$ cat src/vram_pkg.sv
/* memory-wide types shared by arbiter, banks and mux
   address covers all banks together, bank index sits in the top bits */

`default_nettype none

package vram_pkg;

    // word address across the whole memory
    localparam int VRAM_ADDR_W = 12;

    // one memory word
    localparam int VRAM_DATA_W = 16;

    typedef logic [VRAM_ADDR_W-1:0] addr_t;   // full word address
    typedef logic [VRAM_DATA_W-1:0] word_t;   // memory word

    // power-up content of every bank, easy to spot in a waveform
    localparam word_t FILL_WORD = 16'hdead;

endpackage

`default_nettype wire

$ cat src/vram_bus_pkg.sv
/* requester tags carried with each request so read data finds its way back
   only two requesters, so the tag is a single bit */

`default_nettype none

package vram_bus_pkg;

    // names the requester that issued a memory access
    typedef logic [0:0] tag_t;

    localparam tag_t TAG_HOST  = 1'b0;   // host bus port
    localparam tag_t TAG_VIDEO = 1'b1;   // display fetch port

endpackage

`default_nettype wire

$ cat src/vram_req_if.sv
/* registered request from the arbiter, seen by every bank and the read mux
   BANK_AW must equal VRAM_ADDR_W minus log2 of the bank count */

`default_nettype none

interface vram_req_if #(
    parameter int BANK_AW = 10
);

    localparam int BANK_W = vram_pkg::VRAM_ADDR_W - BANK_AW;

    logic                 req_valid;   // request present this cycle
    logic                 req_wr;      // write, else read
    logic [BANK_W-1:0]    req_bank;    // target bank index
    logic [BANK_AW-1:0]   req_addr;    // word address inside the bank
    vram_pkg::word_t      req_wdata;
    vram_bus_pkg::tag_t   req_tag;     // who asked

    modport arb (
        output req_valid, req_wr, req_bank, req_addr, req_wdata, req_tag
    );

    // each bank matches req_bank against its own index
    modport bank (
        input req_valid, req_wr, req_bank, req_addr, req_wdata
    );

    modport mux (
        input req_valid, req_wr, req_bank, req_tag
    );

endinterface

`default_nettype wire

$ cat src/vram_arbiter.sv
/* fixed priority, video always wins; host_ready is combinational from vid_valid
   host must hold its request stable until accepted */

`default_nettype none

module vram_arbiter #(
    parameter int NUM_BANKS = 4,
    parameter int BANK_AW   = 10
) (
    input  logic              clk,
    input  logic              rst_n,
    input  logic              host_valid,
    input  logic              host_wr,
    input  vram_pkg::addr_t   host_addr,
    input  vram_pkg::word_t   host_wdata,
    output logic              host_ready,
    input  logic              vid_valid,
    input  vram_pkg::addr_t   vid_addr,
    vram_req_if.arb           req
);

    localparam int BANK_W = $clog2(NUM_BANKS);

    logic              host_accept;   // host transfer this cycle
    logic              accept;        // any request taken this cycle
    vram_pkg::addr_t   pick_addr;

    // video is never stalled, host only gets the free cycles
    assign host_ready  = ~vid_valid;
    assign host_accept = host_valid & host_ready;
    assign accept      = vid_valid | host_accept;

    assign pick_addr = vid_valid ? vid_addr : host_addr;

    always_ff @(posedge clk or negedge rst_n) begin
        if (!rst_n) begin
            req.req_valid <= 1'b0;
        end else begin
            req.req_valid <= accept;   // drops in idle cycles
        end
    end

    // payload, only meaningful while req_valid is high
    always_ff @(posedge clk) begin
        if (accept) begin
            req.req_bank  <= pick_addr[vram_pkg::VRAM_ADDR_W-1 -: BANK_W];
            req.req_addr  <= pick_addr[BANK_AW-1:0];
            req.req_wdata <= host_wdata;
            if (vid_valid) begin
                req.req_wr  <= 1'b0;   // video port is read only
                req.req_tag <= vram_bus_pkg::TAG_VIDEO;
            end else begin
                req.req_wr  <= host_wr;
                req.req_tag <= vram_bus_pkg::TAG_HOST;
            end
        end
    end

endmodule

`default_nettype wire

$ cat src/flat_wrapper.sv
// flat-port wrapper written by rule: the top's interface ports become plain ports
module vram_arbiter_flat 
#(
    parameter int NUM_BANKS = 4,
    parameter int BANK_AW   = 10
)
  (clk, rst_n, host_valid, host_wr, host_addr, host_wdata, host_ready, vid_valid, vid_addr, req_req_valid, req_req_wr, req_req_bank, req_req_addr, req_req_wdata, req_req_tag);
  vram_req_if #(.BANK_AW(BANK_AW)) req_i ();
  input  logic clk;
  input  logic rst_n;
  input  logic host_valid;
  input  logic host_wr;
  input  vram_pkg::addr_t host_addr;
  input  vram_pkg::word_t host_wdata;
  output logic host_ready;
  input  logic vid_valid;
  input  vram_pkg::addr_t vid_addr;
  output wire logic [$bits(req_i.req_valid)-1:0] req_req_valid;
  output wire logic [$bits(req_i.req_wr)-1:0] req_req_wr;
  output wire logic [$bits(req_i.req_bank)-1:0] req_req_bank;
  output wire logic [$bits(req_i.req_addr)-1:0] req_req_addr;
  output wire logic [$bits(req_i.req_wdata)-1:0] req_req_wdata;
  output wire logic [$bits(req_i.req_tag)-1:0] req_req_tag;
  assign req_req_valid = req_i.req_valid;
  assign req_req_wr = req_i.req_wr;
  assign req_req_bank = req_i.req_bank;
  assign req_req_addr = req_i.req_addr;
  assign req_req_wdata = req_i.req_wdata;
  assign req_req_tag = req_i.req_tag;
  vram_arbiter #(.NUM_BANKS(NUM_BANKS), .BANK_AW(BANK_AW)) u_core (.clk(clk), .rst_n(rst_n), .host_valid(host_valid), .host_wr(host_wr), .host_addr(host_addr), .host_wdata(host_wdata), .host_ready(host_ready), .vid_valid(vid_valid), .vid_addr(vid_addr), .req(req_i));
endmodule
$ cat config.mk
export PLATFORM = sky130hd
export DESIGN_NAME = vram_arbiter_flat
export DESIGN_NICKNAME = d
export VERILOG_FILES = /design/src/vram_pkg.sv /design/src/vram_bus_pkg.sv /design/src/vram_req_if.sv /design/src/vram_arbiter.sv /design/src/flat_wrapper.sv
export SDC_FILE = /design/constraint.sdc
export NUM_CORES = 1
export LEC_CHECK = 0
export ABC_AREA = 1
export BUFFER_PORTS_ARGS = -buffer_cell sky130_fd_sc_hd__buf_2
export CAP_MARGIN = 20
export CORE_MARGIN = 8
export CORE_UTILIZATION = 43
export DETAILED_ROUTE_END_ITERATION = 8
export PLACE_DENSITY = 0.88
export SYNTH_ARGS = -nofsm -noshare
export SYNTH_HDL_FRONTEND = slang
export SYNTH_SLANG_ARGS = --single-unit
$ cat constraint.sdc
create_clock -name clk -period 0.8 [get_ports clk]
set_input_delay 0.08 -clock clk [delete_from_list [all_inputs] [get_ports clk]]
set_output_delay 0.08 -clock clk [all_outputs]
set_load 0.01 [all_outputs]
; Word level (Yosys, flattened, before mapping)
; Cells that the tools add are included.
[totals]
reg_bits = 31
out_inout_bits = 32
in_bits = 45
elab_cells = 11
[op_classes]
muxes = 2
bitwise_logic = 3
[ops]
columns = operator, count
row1 = 12-bit two-way mux, 1
row2 = 1-bit AND, 1
row3 = 1-bit two-way mux, 1
row4 = 1-bit inverter, 1
row5 = 1-bit OR, 1

; Logic depth before layout (Yosys ltp)
; Gate-level depths: netlist of the first run.
[depth]
ltp_word = 3
ltp_mapped = 4
mapped_depth_nobuf = 3

; Least setup slack after synthesis of the first run
; OpenSTA, ideal clock, no wires.
[synth_timing]
kind = input port to flip-flop
startpoint = in vid_valid
endpoint = reg u_core.req.req_addr[0] (enable)
n_path_buf = 0
setup_time_ns = 0.326
required_time_ns = 0.474
path_slack_ns = -0.109
stages = 1
arrival_time_ns = 0.582
path_cell_list = or2_2
[synth_via]
elab_chain_cells = 3
[synth_lines]
columns = item, line
row1 = "start, declared", flat_wrapper.sv:16  ; input logic vid_valid;
row2 = 1-bit inverter, vram_arbiter.sv:29  ; assign host_ready = ~vid_valid;
row3 = 1-bit AND, vram_arbiter.sv:30  ; assign host_accept = host_valid & host_ready;
row4 = 1-bit OR *, vram_arbiter.sv:31  ; assign accept = vid_valid | host_accept;
row5 = "end signal, assigned", vram_arbiter.sv:47  ; req.req_addr <= pick_addr[BANK_AW-1:0];
row6 = "end, declared", vram_req_if.sv:20  ; output req_valid, req_wr, req_bank, req_addr, req_wdata, req_tag
; Mark *: on every way between the ends. The rest lies on a longest branch, timed or not.
; A chain may end at the register's enable or synchronous reset.

; Worst setup path in the final report of the first run
[layout_timing]
startpoint = reg u_core.req.req_wdata[8]
endpoint = out req_req_wdata[8]
[layout_lines]
columns = item, line
row1 = "start, declared", vram_req_if.sv:20
row2 = "start signal, assigned", vram_arbiter.sv:48  ; req.req_wdata <= host_wdata;
row3 = "end, declared", flat_wrapper.sv:22  ; output wire logic [$bits(req_i.req_wdata)-1:0] req_req_wdata;
; No word-level cell between the ends.

==> results of run 1 <==
-- kinds of logic (layout without fill, tap and decap cells) --
family / Yosys count / after routing
simple gates: 38 / 38
flops: 31 / 31
buf+inv: 4 / 108
-- registers in the layout, indices dropped and copies added (netlist names) --
signal and cells:
u_core.req.req_bank 2, u_core.req.req_wr 1, u_core.req.req_wdata 16, u_core.req.req_addr 10, u_core.req.req_valid 1, u_core.req.req_tag 1
-- routing by layer --
metal | part of all wire (%) | vias to the layer above
met4 | 3.0 | 0
met2 | 46 | 65
li1 | - | 453
met3 | 14 | 10
met1 | 36 | 398
met5 | 0 | -
-- power by group through the flow --
stage | logic (mW) | clock network [mW] | registers [mW]
6_report | 0.560 | 0.821 | 1.99
5_1_grt | 0.608 | 0.912 | 2.01
4_1_cts | 0.562 | 0.856 | 1.99
3_5_place_dp | 0.496 | 0 | 2.03
3_3_place_gp | 0.483 | 0 | 2.02
2_1_floorplan | 0.0895 | 0 | 2.12
-- what timing repair did --
action | 4_1_cts | 5_1_grt
hold buffers | 17 | 0
endpoints found under the setup margin | 31 | 31
hold endpoints to repair | 17 | 0
pin swaps | 0 | 0
gates resized for setup | 0 | 1
-- cell usage after synthesis --
cell type  count
inv_1          1
dfrtp_1        1
buf_6          1
or2_2          1
buf_4          1
nor2_1         1
inv_2          1
edfxtp_1      30
nand2_1       36
-- layout by cell type, fill, tap and decap left out, drive strengths merged --
cell type    count
or2              1
buf             81
clkbuf           7
inv              2
clkinv           1
nor2             1
dlygate4sd3     17
edfxtp          30
dfrtp            1
nand2           36
-- worst paths after layout --
path / start / end / slack (ns)
worst min-delay path: host_addr[8] / u_core.req.req_addr[8] / 0.02
worst max-delay path: u_core.req.req_wdata[8] / req_req_wdata[8] / -0.14
max in group asynchronous: rst_n / u_core.req.req_valid / 0.66
min in group asynchronous: rst_n / u_core.req.req_valid / 0.06
-- through the flow --
step	hold slack (ns)	worst slack (ns)
after floorplan	-0.216	0.0802
after global placement	-0.143	-0.0764
after detailed placement	-0.142	-0.0899
after CTS	0.00377	-0.164
after global routing	0.00576	-0.179
final	0.0184	-0.143
-- area by class of cell --
class / count / area [sq um] / share of cell area, %
Sequential cell: 31 / 926 / 51.8
Timing Repair Buffer: 98 / 619 / 34.6
Multi-Input combinational cell: 38 / 148 / 8.26
Clock buffer: 7 / 45.0 / 2.52
Tap cell: 30 / 37.5 / 2.10
Inverter: 2 / 7.51 / 0.420
Clock inverter: 1 / 5.00 / 0.280
==> metrics, run 1 <==
status=complete, but fails checks; violated checks=negative setup slack; Seq pwr share=between 50% and 60%; XOR/XNOR Fraction of Synth Area=0%; worst-case clock buffer depth=2; initial detailed-routing violation count=12; routed len/inst=14.0 um; Critical Path, Cell by Cell=buf_2; M1 GR Usage=13.8%; Fmax achieved=between 1 and 1.5 GHz; pin count of the biggest net entering global routing=17; Crit. End Element=primary output; Synth-to-Final Area Change=62.9%; Avg Inst Size Synth=15.0 sq um; final design instance area without fill=0.00179 sq mm; Total Routed Length=2890 um; cell taking the most area after synthesis=edfxtp_1; residual DRC count=0; register area share after synthesis=a little over four fifths; RSZ-0062 raised after global routing=yes; CTS tree=built; first-pass GRT wire length=4440 um; Critical Path Stages=1; Die W=66.5 um; initial antenna violation count=0; hold path cells=3; n_diodes=0; adder-cell share of the synthesized area=0%; Clock Sinks=31; Max VDD drop=1.45 mV; post-synth cell types=9; die height=between 60 and 70 um; multiplexer area fraction after synthesis=0%; final hold violation count=0; share of layout cells above drive strength 1=50.3%; Area contributors post-synth=edfxtp_1 82%, nand2_1 12%, dfrtp_1 2.3%; Root Buffer=clkbuf_4; row count=18; Final Net Count=between 200 and 250; synthesized instance count=between 70 and 80; Synth Net Count=118; Setup violations, final=31; most used routing layer=met2; Vias/cell=4.47; slew margin rel.=roughly 87%; combinational share of power=~17%; first drt pass iteration count=4; P_sw=787 uW; CP arrival=0.86 ns; CTS Buf Count=5; dpl cells=182; share of the synthesized area in the top cell type=82.1%; Critical-path top delay cell=edfxtp_1; Crit path largest cell delay=0.40 ns; met2 Use GR=21.7%; startpoint types=register; Synth Register Bits=31; sw frac=23.3%; ANT nets after route=0; CP max FO=1; hpwl dp=between 2000 and 2500 um; final worst slack=-0.143 ns; final cell count without fillers=207; clock power share=24.3%; fillers=168; Initial Util=44.7%; critical path class=reg2out; # IOs=77; Worst Path Required=about 0.7 ns; Pwr Total=3.37 mW; placed standard-cell area=0.00156 sq mm; min cycle time layout=0.943 ns; GPL Wtd Cong=0.690; max-cap violation count=0; Pwr Density=1890 mW/mm^2; port bufs=76; setup tns final=-3.48 ns; Pint=2.59 mW; Hold Path Class=in2reg; GR Layer Usage met3=8.05%; post-CTS setup buffer count=0; combinational family with the most area after synthesis=simple AND/OR/NAND/NOR gates; simple logic cell fraction of the synthesized area=between 10% and 20%; post-synthesis compound-gate area fraction=0%; post-route core utilization=between 70% and 80%; gr usage total=13.9%; final worst-path cycle share=118%; Yosys warning count=0; via count=926; P_leak=0.875 nW; vias in the first global route=between 900 and 1000; core box area=around 0.0025 sq mm; Synth Cell Area=approximately 0.0011 sq mm; WP buf/inv=1; H-tree depth=2; total gr overflow=0; Tightest Pin Transition=0.188 ns; Slew Limit Fails=0; clock slew at reported path FFs=approximately 0.090 ns; Die Footprint=around 0.0044 sq mm; critical path's top delay family=flip-flops
Note: power is estimated with default switching activity, not from simulation.
==> run 2: changes to the inputs <==
==> constraint.sdc (replaced) <==
create_clock -name clk -period 0.8 [get_ports clk]
set_input_delay 0.16 -clock clk [delete_from_list [all_inputs] [get_ports clk]]
set_output_delay 0.16 -clock clk [all_outputs]
set_load 0.01 [all_outputs]
==> metrics, run 2 (synthesis results as in run 1) <==
# IOs=77 (unchanged); n_diodes=0 (unchanged); final cell count without fillers=204 (-1.4%); initial antenna violation count=0 (unchanged); Critical Path, Cell by Cell=buf_2; Tightest Pin Transition=0.173 ns (-0.0151 ns); violated checks=negative setup slack; min cycle time layout=1.02 ns (+0.0791 ns); Die W=66.5 um (unchanged); status=complete, but fails checks; Initial Util=44.7% (unchanged); gr usage total=14.5% (+0.56 points); via count=945 (+2.1%); CTS tree=built; Vias/cell=4.63 (+3.6%); CTS Buf Count=5 (unchanged); Max VDD drop=1.36 mV (-6.3%); Largest regs=u_core.req.req_wdata: 16 flops, u_core.req.req_addr: 10 flops, u_core.req.req_bank: 2 flops; first drt pass iteration count=4 (unchanged); GPL Wtd Cong=0.690 (about the same); routed len/inst=14.6 um (+4.7%); clock slew at reported path FFs=0.10 ns (about the same); Crit path largest cell delay=0.38 ns (-0.02 ns); RSZ-0062 raised after global routing=yes; hpwl dp=2140 um (-0.22%); port bufs=76 (unchanged); final worst slack=-0.222 ns (-0.0791 ns); Largest Register=u_core.req.req_wdata; slew margin rel.=88.5% (+1.0 points); first-pass GRT wire length=4620 um (+4.1%); row count=18 (unchanged); total gr overflow=0 (unchanged); die height=66.5 um (unchanged); worst-case clock buffer depth=2 (unchanged); final hold violation count=0 (unchanged); Critical-path top delay cell=edfxtp_1; Setup violations, final=31 (unchanged); critical path's top delay family=flip-flops; residual DRC count=0 (unchanged); Fmax achieved=0.978 GHz (-7.7%); dpl cells=182 (unchanged); Worst Path Required=0.64 ns (-0.08 ns); Die Footprint=0.00442 sq mm (unchanged); fillers=164 (-2.4%); Synth-to-Final Area Change=62.7%; Hold Path Class=in2reg; WP buf/inv=1 (unchanged); initial detailed-routing violation count=35 (+23); setup tns final=-5.92 ns (-2.44 ns); Clock Sinks=31 (unchanged); final worst-path cycle share=128% (+9.9 points); commonest non-fill, non-tap cell in the layout=buf_2; CP arrival=0.86 ns (about the same); Root Buffer=clkbuf_4; vias in the first global route=998 (+1.6%); commonest cells after routing, fill and taps aside=73 x buf_2, 36 x nand2_1, 30 x edfxtp_1, 15 x dlygate4sd3_1, 5 x clkbuf_4; Final Net Count=218 (-1.4%); startpoint types=register; CP max FO=1 (unchanged); P_leak=0.869 nW (-0.63%); dpl ws=-0.170 ns (-0.0804 ns); share of layout cells above drive strength 1=50.6% (+0.29 points); Slew Limit Fails=0 (unchanged); pin count of the biggest net entering global routing=17 (unchanged); max-cap violation count=0 (unchanged); critical path class=reg2out; Pwr Density=1900 mW/mm^2 (+0.60%); Crit. End Element=primary output; H-tree depth=2 (unchanged); core box area=0.00245 sq mm (unchanged); Total Routed Length=2980 um (+3.1%); max reg flops=16 (unchanged); ANT nets after route=0 (unchanged)
[run 2: cell count changes in the layout (fill, tap and decap cells not counted)]
cell	delta
buf_2	-2
dlygate4sd3_1	-2
inv_2	-1
clkinv_8	+1
buf_4	-1
buf_6	+2
[run 2: timing repair]
action | CTS | global route
hold buffers | 13 | 2
setup buffers | 0 | 0
endpoints found under the setup margin | 32 | 32
cloned | 0 | 0
resized for setup | 4 | 3
endpoints found under the hold margin | 13 | 2
[run 2: area by class of cell]
type	instances	area, sq um	area share, %
sequential	31	926	51.9
timing repair buffer	95	604	33.8
multi-input combinational	38	148	8.27
clock buffer	7	45.0	2.52
tap	30	37.5	2.10
inverter	2	20.0	1.12
clock inverter	1	5.00	0.280
[run 2: where the power goes]
group          internal (mW)  switching, mW  leakage [nW]  total [mW]
logic                  0.289          0.278         0.522       0.568
clock network          0.342          0.491        0.0293       0.833
registers               1.95         0.0360         0.318        1.99
[run 2: metrics by stage]
stage | hold WS (ns) | utilization (%) | area [sq um] | power, mW
global placement | -0.0634 | 63.6 | 1560 | 2.50
finish | 0.0218 | 72.7 | 1790 | 3.39
detailed placement | -0.0626 | 63.6 | 1560 | 2.52
CTS | 0.000463 | 71.5 | 1760 | 3.42
global route | 0.000126 | 72.7 | 1790 | 3.58
floorplan | -0.136 | - | 1100 | 2.21
[run 2: routing by layer]
layer / track usage (%) / vias up / wire, um
met5: 0 / - / 0
met4: 8.27 / 0 / 99
met3: 10.4 / 11 / 456
met2: 22.7 / 70 / 1420
met1: 13.5 / 417 / 1010
li1: - / 447 / -
[run 2: worst paths after layout]
path / from / end / slack [ns] / cells past startpoint
max in group asynchronous: rst_n / u_core.req.req_valid / 0.58 / 2
setup / recovery: u_core.req.req_addr[7] / req_req_addr[7] / -0.22 / 1
hold / removal: host_wdata[2] / u_core.req.req_wdata[2] / 0.02 / 1
min in group asynchronous: rst_n / u_core.req.req_valid / 0.14 / 2
