$ cat config.mk
export PLATFORM = sky130hd
export DESIGN_NAME = vram_read_mux_flat
export DESIGN_NICKNAME = d
export VERILOG_FILES = /design/src/vram_pkg.sv /design/src/vram_bus_pkg.sv /design/src/vram_req_if.sv /design/src/vram_read_mux.sv /design/src/flat_wrapper.sv
export SDC_FILE = /design/constraint.sdc
export NUM_CORES = 1
export LEC_CHECK = 0
export BUFFER_PORTS_ARGS = -buffer_cell sky130_fd_sc_hd__buf_2
export CAP_MARGIN = 40
export CORE_AREA = 2 2 51 53
export DETAILED_ROUTE_END_ITERATION = 6
export DIE_AREA = 0 0 53 55
export PLACE_DENSITY = 0.81
export RECOVER_POWER = 25
export SETUP_SLACK_MARGIN = 0.5
export SKIP_CTS_REPAIR_TIMING = 1
export SYNTH_ARGS = -nofsm -noshare
export SYNTH_HDL_FRONTEND = slang
export SYNTH_SLANG_ARGS = --single-unit
$ cat constraint.sdc
create_clock -name clk -period 2.6 [get_ports clk]
set_input_delay 0.78 -clock clk [delete_from_list [all_inputs] [get_ports clk]]
set_output_delay 0.78 -clock clk [all_outputs]
set_load 0.05 [all_outputs]
$ cat src/vram_pkg.sv
/* memory-wide types shared by arbiter, banks and mux
   address covers all banks together, bank index sits in the top bits */

`default_nettype none

package vram_pkg;

    // word address across the whole memory
    localparam int VRAM_ADDR_W = 12;

    // one memory word
    localparam int VRAM_DATA_W = 16;

    typedef logic [VRAM_ADDR_W-1:0] addr_t;   // full word address
    typedef logic [VRAM_DATA_W-1:0] word_t;   // memory word

    // power-up content of every bank, easy to spot in a waveform
    localparam word_t FILL_WORD = 16'hdead;

endpackage

`default_nettype wire

$ cat src/vram_bus_pkg.sv
/* requester tags carried with each request so read data finds its way back
   only two requesters, so the tag is a single bit */

`default_nettype none

package vram_bus_pkg;

    // names the requester that issued a memory access
    typedef logic [0:0] tag_t;

    localparam tag_t TAG_HOST  = 1'b0;   // host bus port
    localparam tag_t TAG_VIDEO = 1'b1;   // display fetch port

endpackage

`default_nettype wire

$ cat src/vram_req_if.sv
/* registered request from the arbiter, seen by every bank and the read mux
   BANK_AW must equal VRAM_ADDR_W minus log2 of the bank count */

`default_nettype none

interface vram_req_if #(
    parameter int BANK_AW = 10
);

    localparam int BANK_W = vram_pkg::VRAM_ADDR_W - BANK_AW;

    logic                 req_valid;   // request present this cycle
    logic                 req_wr;      // write, else read
    logic [BANK_W-1:0]    req_bank;    // target bank index
    logic [BANK_AW-1:0]   req_addr;    // word address inside the bank
    vram_pkg::word_t      req_wdata;
    vram_bus_pkg::tag_t   req_tag;     // who asked

    modport arb (
        output req_valid, req_wr, req_bank, req_addr, req_wdata, req_tag
    );

    // each bank matches req_bank against its own index
    modport bank (
        input req_valid, req_wr, req_bank, req_addr, req_wdata
    );

    modport mux (
        input req_valid, req_wr, req_bank, req_tag
    );

endinterface

`default_nettype wire

$ cat src/vram_read_mux.sv
/* remembers bank and requester of each read, then steers that bank's word out
   both rdata outputs carry the same word, only the valid lines differ */

`default_nettype none

module vram_read_mux #(
    parameter int NUM_BANKS = 4
) (
    input  logic              clk,
    input  logic              rst_n,
    vram_req_if.mux           req,
    input  vram_pkg::word_t   bank_rdata [NUM_BANKS],
    output logic              host_rd_valid,
    output logic              vid_rd_valid,
    output vram_pkg::word_t   host_rdata,
    output vram_pkg::word_t   vid_rdata
);

    localparam int BANK_W = $clog2(NUM_BANKS);

    logic                 rd_pend;   // bank read in flight
    logic [BANK_W-1:0]    rd_bank;
    vram_bus_pkg::tag_t   rd_tag;
    vram_pkg::word_t      rd_word;

    // captured on the same edge the bank reads
    always_ff @(posedge clk or negedge rst_n) begin
        if (!rst_n) begin
            rd_pend <= 1'b0;
            rd_bank <= '0;
            rd_tag  <= vram_bus_pkg::TAG_HOST;
        end else begin
            rd_pend <= req.req_valid & ~req.req_wr;   // writes give no response
            if (req.req_valid) begin
                rd_bank <= req.req_bank;
                rd_tag  <= req.req_tag;
            end
        end
    end

    assign rd_word = bank_rdata[rd_bank];

    assign host_rd_valid = rd_pend && (rd_tag == vram_bus_pkg::TAG_HOST);
    assign vid_rd_valid  = rd_pend && (rd_tag == vram_bus_pkg::TAG_VIDEO);

    assign host_rdata = rd_word;
    assign vid_rdata  = rd_word;

endmodule

`default_nettype wire

$ cat src/flat_wrapper.sv
// flat-port wrapper written by rule: the top's interface ports become plain ports
module vram_read_mux_flat 
#(
    parameter int NUM_BANKS = 4
)
  (clk, rst_n, bank_rdata, host_rd_valid, vid_rd_valid, host_rdata, vid_rdata, req_req_valid, req_req_wr, req_req_bank, req_req_tag);
  vram_req_if req_i ();
  input  logic clk;
  input  logic rst_n;
  input  vram_pkg::word_t bank_rdata[NUM_BANKS];
  output logic host_rd_valid;
  output logic vid_rd_valid;
  output vram_pkg::word_t host_rdata;
  output vram_pkg::word_t vid_rdata;
  input wire logic [$bits(req_i.req_valid)-1:0] req_req_valid;
  input wire logic [$bits(req_i.req_wr)-1:0] req_req_wr;
  input wire logic [$bits(req_i.req_bank)-1:0] req_req_bank;
  input wire logic [$bits(req_i.req_tag)-1:0] req_req_tag;
  assign req_i.req_valid = req_req_valid;
  assign req_i.req_wr = req_req_wr;
  assign req_i.req_bank = req_req_bank;
  assign req_i.req_tag = req_req_tag;
  vram_read_mux #(.NUM_BANKS(NUM_BANKS)) u_core (.clk(clk), .rst_n(rst_n), .req(req_i), .bank_rdata(bank_rdata), .host_rd_valid(host_rd_valid), .vid_rd_valid(vid_rd_valid), .host_rdata(host_rdata), .vid_rdata(vid_rdata));
endmodule
[Yosys cells after proc, flatten, opt, wreduce, memory -nomap -nowiden]
Cells that the tools add are included.
Word-level totals
  register bits after elaboration: 4
  bits of input ports: 71
  word-level logic and storage cells: 13
  output and inout bits: 34
Cells by class
  bitwise logic cells: 4
  reductions and logical operators: 2
  magnitude comparators: 1
  muxes and demuxes: 3
Operators with widths (number)
  binary-select mux 16 bit (select 2 bit): 1
  two-way mux 16 bit: 2
  >= comparator 3 bit (second input constant): 1
  inverter 2 -> 3 bit: 1
  logical AND 1 bit: 2
  inverter 1 bit: 2
  AND 1 bit: 1

[Logic depth before layout (Yosys ltp)]
Gate-level depths: netlist (run 1).
  depth after elaboration: 4
  gate-level depth with buffers: 4
  gate-level depth less buffers: 1

[Worst setup path before layout (run 1)]
OpenSTA, ideal clock, no wires.
  kind: input-to-output
  start: input bank_rdata[32] in the netlist's numbering
  end: output vid_rdata[0]
  arrival time: 1834 ps
  buffers on the path: 1
  path slack: -14 ps
  required time: 1820 ps
  cell stages on the path: 2
  cells stage by stage: mux4_1 > buf_4
On the way
  cells in the longest elaborated chain, start to end: 3
Ends and longest elaborated chain
  start: declaration: RTL line flat_wrapper.sv:10  | input vram_pkg::word_t bank_rdata[NUM_BANKS];
  binary-select mux 16 bit (select 2 bit): RTL line vram_read_mux.sv:41  | assign rd_word = bank_rdata[rd_bank];
  two-way mux 16 bit (implied by the code) (2 in a row): RTL line vram_read_mux.sv:41
  end: declaration: RTL line flat_wrapper.sv:14  | output vram_pkg::word_t vid_rdata;
No other way between the ends. The select of a mux whose other input is x is not followed.

[Worst setup path in the final report (run 1)]
  start: input bank_rdata[3] in the netlist's numbering
  end: output host_rdata[3]
On the way
  cells in the longest elaborated chain, start to end: 3
Ends and longest elaborated chain
  binary-select mux 16 bit (select 2 bit): RTL line vram_read_mux.sv:41
  two-way mux 16 bit (implied by the code) (2 in a row): RTL line vram_read_mux.sv:41
  end: declaration: RTL line flat_wrapper.sv:13  | output vram_pkg::word_t host_rdata;
No other way between the ends. The select of a mux whose other input is x is not followed.

==> results.sh, run 1 <==
export IMPL_ioPinCount=105
export IMPL_drcViolationCount=0
export IMPL_htreeDepth=1
export IMPL_multi_input_area_um2=413
export IMPL_async_flop_share_pct=100
export IMPL_drt_wl_total_um=2390
export IMPL_grt_pass1_wl_um=2960
export IMPL_cellLeakagePower_nw=0.674
export IMPL_slowest_stage="mux4_2"
export IMPL_rsz0062_at_grt="true"
export IMPL_synth_edf_count=0
export IMPL_arrival_ns=1.57
export IMPL_p_switching_mw=0.409
export IMPL_cts_path_max_buffers=2
export IMPL_grt_max_degree=18
export IMPL_syn_to_final_growth_pct=93.2
export IMPL_synth_cell_types=10
export IMPL_fin_crit_ns=2.35
export IMPL_seqPwrFrac_pct=10.4
export IMPL_hold_viol=0
export IMPL_power_internal_mw=0.366
export IMPL_cts_buffers_inserted=3
export IMPL_via_per_inst=4.83
export IMPL_synthDominantCellAreaShare_pct=28.9
export IMPL_io_buffers=104
export IMPL_path_class="in -> out"
export IMPL_syn_instance_count=46
export IMPL_crit_path_end_kind="output port"
export IMPL_max_slew_worst_pin_slew_ns=0.616
export IMPL_drv_slew=0
export IMPL_cp_cell_sequence="buf_2, mux4_2, buf_2"
export IMPL_start_kind="input port"
export IMPL_vias=797
export IMPL_nFillCells=204
export IMPL_finalSetupTns_ns=0
export IMPL_grt_overflow=0
export IMPL_crit_required_ns=1.82
export IMPL_die_w_um=53
export IMPL_cp_max_fo=2
export IMPL_nets=208
export IMPL_post_synth_top_count_cell="buf_4"
export IMPL_rows=18
export IMPL_initial_utilization_pct=29.6
export IMPL_cpMostUsedCell="buf_2"
export IMPL_die_area_um2=2920
export IMPL_cts_tree="built"
export IMPL_yosysTopAreaCell="mux4_2"
export IMPL_synth_common_cells="buf_4, mux4_2, mux4_1, dfrtp_1, mux2_2"
export IMPL_slowest_delay_ns=0.47
export IMPL_worst_path_buf_inv=2
export IMPL_period_share_pct=90.3
export IMPL_drt_wirelength_per_cell_um=14.5
export IMPL_yosysSeqAreaShare_pct=14.3
export IMPL_regArea_um2=101
export IMPL_antenna_found_initial=0
export IMPL_status="finished, final reports clean"
export IMPL_clockRootBuffer="clkbuf_4"
export IMPL_synth_nets=117
export IMPL_p_per_area_nw_per_um2=573
export IMPL_maxCapViolations=0
export IMPL_finalSetupViolCount=0
export IMPL_drive_above_1_share_pct=92.6
export IMPL_initialDrtViolationCount=12
export IMPL_place_congestion=0.610
export IMPL_grt_total_usage_pct=14.0
export IMPL_syn_avg_cell_area_um2=15.2
export IMPL_ir_worst_vdd_mv=0.339
export IMPL_antennaDiodeCount=0
export IMPL_p_clk_share_pct=9.8
export IMPL_clock_sinks=4
export IMPL_die_h_um=55
export IMPL_synth_area_leaders="mux4_2, mux4_1, buf_4"
export IMPL_ys_warn_count=0
export IMPL_power_frac_comb_pct=79.8
export IMPL_grt_pass1_vias=761
export IMPL_ys_ff_latch=4
export IMPL_clk_latency_ns=0.23
export IMPL_cp_top_family="multiplexers"
export IMPL_slew_limit_headroom_pct=59.1
export IMPL_p_total_mw=0.775
export IMPL_syn_cell_area_um2=701
export IMPL_drtPass1Iterations=4
export IMPL_ant_nets=0
export IMPL_path_clk_slew_ns=0.04
export IMPL_fmax_mhz=426
export IMPL_core_area_um2=2360
export IMPL_switching_share_pct=52.8
export IMPL_timing_hold_ws_ns=0.363
export IMPL_synthFlopType="dfrtp_1"
export IMPL_clock_skew_ns=0
export IMPL_min_delay_path_class="in -> async"
## layout by cell type, fill, tap and decap left out
| cell type | n |
|---|---|
| nor2b_1 | 2 |
| clkbuf_1 | 4 |
| mux4_2 | 16 |
| mux2_2 | 3 |
| dfrtp_2 | 1 |
| buf_8 | 7 |
| clkbuf_4 | 3 |
| buf_4 | 16 |
| dfrtp_1 | 3 |
| buf_6 | 23 |
| and2_1 | 1 |
| buf_2 | 56 |
## stage by stage
step,instances,utilization [%],setup slack [ns],cell area (um2)
2_1_floorplan,46,-,0.193,734
3_3_place_gp,162,45.9,0.245,1090
3_5_place_dp,162,45.9,0.231,1090
4_1_cts,165,46.9,0.126,1110
5_1_grt,165,57.2,0.239,1350
6_report,165,57.2,0.251,1350
## per-layer routing
metal | global-route usage [%] | part of all wire (%) | vias up
li1 | - | - | 348
met1 | 9.97 | 26 | 387
met2 | 31.0 | 63 | 54
met3 | 3.49 | 9.0 | 8
met4 | 8.97 | 2.1 | 0
met5 | 0 | 0 | -
## path summary, 6_finish.rpt
check | to | slack [ns] | cells past startpoint | start
min reg2reg | u_core.rd_tag$_DFFE_PN0P_ | 0.54 | 1 | u_core.rd_tag$_DFFE_PN0P_
max | host_rdata[3] | 0.25 | 3 | bank_rdata[3]
max reg2reg | u_core.rd_bank[1]$_DFFE_PN0P_ | 1.61 | 1 | u_core.rd_bank[1]$_DFFE_PN0P_
min in group clk | u_core.rd_tag$_DFFE_PN0P_ | 0.54 | 1 | u_core.rd_tag$_DFFE_PN0P_
min | u_core.rd_tag$_DFFE_PN0P_ | 0.36 | 1 | rst_n
max in group asynchronous | u_core.rd_bank[1]$_DFFE_PN0P_ | 2.05 | 1 | rst_n
## power groups by stage
| stage | sequential [mW] | clock, mW | combinational [mW] |
|---|---|---|---|
| after detailed placement | 0.0810 | 0 | 0.517 |
| after global placement | 0.0801 | 0 | 0.510 |
| after global routing | 0.0817 | 0.0838 | 0.643 |
| after floorplan | 0.0706 | 0 | 0.486 |
| after CTS | 0.0802 | 0.0792 | 0.517 |
| final | 0.0807 | 0.0756 | 0.619 |
## registers in the layout, summed over array words and instances, names as in the netlist
register        count
u_core.rd_tag       1
u_core.rd_bank      2
u_core.rd_pend      1
## cells by family after synthesis
family / Yosys count / share of synthesized area, %
flops: 4 / 14.3
mux: 19 / 60.0
buf+inv: 20 / 23.0
simple gates: 3 / 2.68
## area by class of cell
cell class / count / area share, %
flip-flops and latches: 4 / 7.49
clock buffers: 3 / 1.66
well taps: 30 / 2.77
repair buffers: 106 / 57.6
multi-input cells: 22 / 30.5
Power figures use the tool's default switching activity.
==> run 2, diff against run 1 <==
--- a/config.mk
+++ b/config.mk
@@ -10,7 +10,7 @@
 export CORE_AREA = 2 2 51 53
 export DETAILED_ROUTE_END_ITERATION = 6
 export DIE_AREA = 0 0 53 55
-export PLACE_DENSITY = 0.81
+export PLACE_DENSITY = 0.82
 export RECOVER_POWER = 25
 export SETUP_SLACK_MARGIN = 0.5
 export SKIP_CTS_REPAIR_TIMING = 1
==> results.sh, run 2 (synthesis results as in run 1) <==
export IMPL_status="finished, final reports clean"
export IMPL_fmax_mhz=422
export IMPL_grt_total_usage_pct=13.2
export IMPL_path_class="in -> out"
export IMPL_vias=752
export IMPL_fin_area_um2=1230
export IMPL_core_area_um2=2360
export IMPL_grt_pass1_wl_um=2890
export IMPL_rsz0062_at_grt="true"
export IMPL_via_per_inst=4.56
export IMPL_p_per_area_nw_per_um2=601
export IMPL_dp_hpwl_um=1890
export IMPL_crit_required_ns=1.82
export IMPL_nets=208
export IMPL_max_slew_worst_pin_slew_ns=0.605
export IMPL_place_congestion=0.634
export IMPL_final_common_cell="buf_2"
export IMPL_syn_to_final_growth_pct=75.7
export IMPL_antenna_found_initial=0
export IMPL_clockRootBuffer="clkbuf_4"
export IMPL_layout_common_cells="buf_2, mux4_2, buf_4"
export IMPL_ioPinCount=105
export IMPL_ant_nets=0
export IMPL_postPlaceCellArea_um2=1090
export IMPL_largest_reg_flops=2
export IMPL_fin_crit_ns=2.37
export IMPL_hold_viol=0
export IMPL_top_regs="u_core.rd_bank x2, u_core.rd_pend x1, u_core.rd_tag x1"
export IMPL_grt_pass1_vias=706
export IMPL_antennaDiodeCount=0
export IMPL_clock_sinks=4
export IMPL_drt_wl_total_um=2200
export IMPL_drv_slew=0
export IMPL_path_clk_slew_ns=0.04
export IMPL_crit_path_end_kind="output port"
export IMPL_drtPass1Iterations=2
export IMPL_die_area_um2=2920
export IMPL_cp_cell_sequence="buf_2, mux4_2, buf_2"
export IMPL_cts_tree="built"
export IMPL_place_inst=162
export IMPL_finalSetupTns_ns=0
export IMPL_cellLeakagePower_nw=0.632
export IMPL_grt_max_degree=18
export IMPL_maxCapViolations=0
export IMPL_htreeDepth=1
export IMPL_io_buffers=104
export IMPL_slew_limit_headroom_pct=59.9
export IMPL_drcViolationCount=0
export IMPL_drt_wirelength_per_cell_um=13.4
export IMPL_finalSetupViolCount=0
export IMPL_die_w_um=53
export IMPL_ir_worst_vdd_mv=0.332
export IMPL_arrival_ns=1.59
export IMPL_initial_utilization_pct=29.6
export IMPL_cpMostUsedCell="buf_2"
export IMPL_cts_buffers_inserted=3
export IMPL_clk_latency_ns=0.23
export IMPL_top_register="u_core.rd_bank"
export IMPL_start_kind="input port"
export IMPL_cts_path_max_buffers=2
export IMPL_finalNonFillerCells=165
export IMPL_min_delay_path_class="in -> async"
export IMPL_slowest_stage="mux4_2"
export IMPL_die_h_um=55
export IMPL_rows=18
export IMPL_cp_max_fo=2
export IMPL_drive_above_1_share_pct=92.6
export IMPL_clock_skew_ns=0
export IMPL_initialDrtViolationCount=2
export IMPL_grt_overflow=0
export IMPL_period_share_pct=91.1
export IMPL_slowest_delay_ns=0.47
[run 2: cell counts in the layout (fill, tap and decap cells not counted)]
Identical to the previous run, type by type.
[run 2: final cells by class]
type	count	area, um2
Timing Repair Buffer	106	657
Tap cell	30	37.5
Multi-Input combinational cell	22	413
Sequential cell	4	101
Fill cell	223	1130
Clock buffer	3	22.5
[run 2: path summary, 6_finish.rpt]
path	cells after the start	slack, ns	from	endpoint
max reg2reg	1	1.62	u_core.rd_bank[1]$_DFFE_PN0P_	u_core.rd_bank[1]$_DFFE_PN0P_
max in group asynchronous	1	2.05	rst_n	u_core.rd_bank[1]$_DFFE_PN0P_
min in group clk	1	0.55	u_core.rd_tag$_DFFE_PN0P_	u_core.rd_tag$_DFFE_PN0P_
max	3	0.23	bank_rdata[13]	vid_rdata[13]
min	1	0.36	rst_n	u_core.rd_pend$_DFF_PN0_
min reg2reg	1	0.55	u_core.rd_tag$_DFFE_PN0P_	u_core.rd_tag$_DFFE_PN0P_
[run 2: per-stage QoR]
stage	setup WS [ns]	hold WS [ns]	total power, mW	util (%)
finish	0.230	0.361	0.740	52.1
global route	0.221	0.363	0.776	52.1
CTS	0.130	0.333	0.676	46.9
detailed placement	0.229	0.546	0.596	45.9
global placement	0.238	0.511	0.590	45.9
floorplan	0.193	0.484	0.556	-
[run 2: routing by layer]
metal | track usage [%] | vias up | share of wire [%] | wire [um]
met4 | 3.85 | 0 | 0 | 0
met5 | 0 | - | 0 | 0
met1 | 13.8 | 357 | 29 | 642
met2 | 27.3 | 48 | 60 | 1330
met3 | 1.61 | 0 | 10 | 228
li1 | - | 347 | - | -
[run 2: power breakdown]
| part | internal (mW) | total [mW] | leakage (nW) | switching, mW |
|---|---|---|---|---|
| logic | 0.216 | 0.583 | 0.572 | 0.367 |
| clock network | 0.0516 | 0.0760 | 0.0138 | 0.0244 |
| registers | 0.0683 | 0.0810 | 0.0470 | 0.0127 |
[run 2: worst max-delay path: cells and delay by family]
kind     cells  cell delay, ns
buf+inv      2            0.33
mux          1            0.47
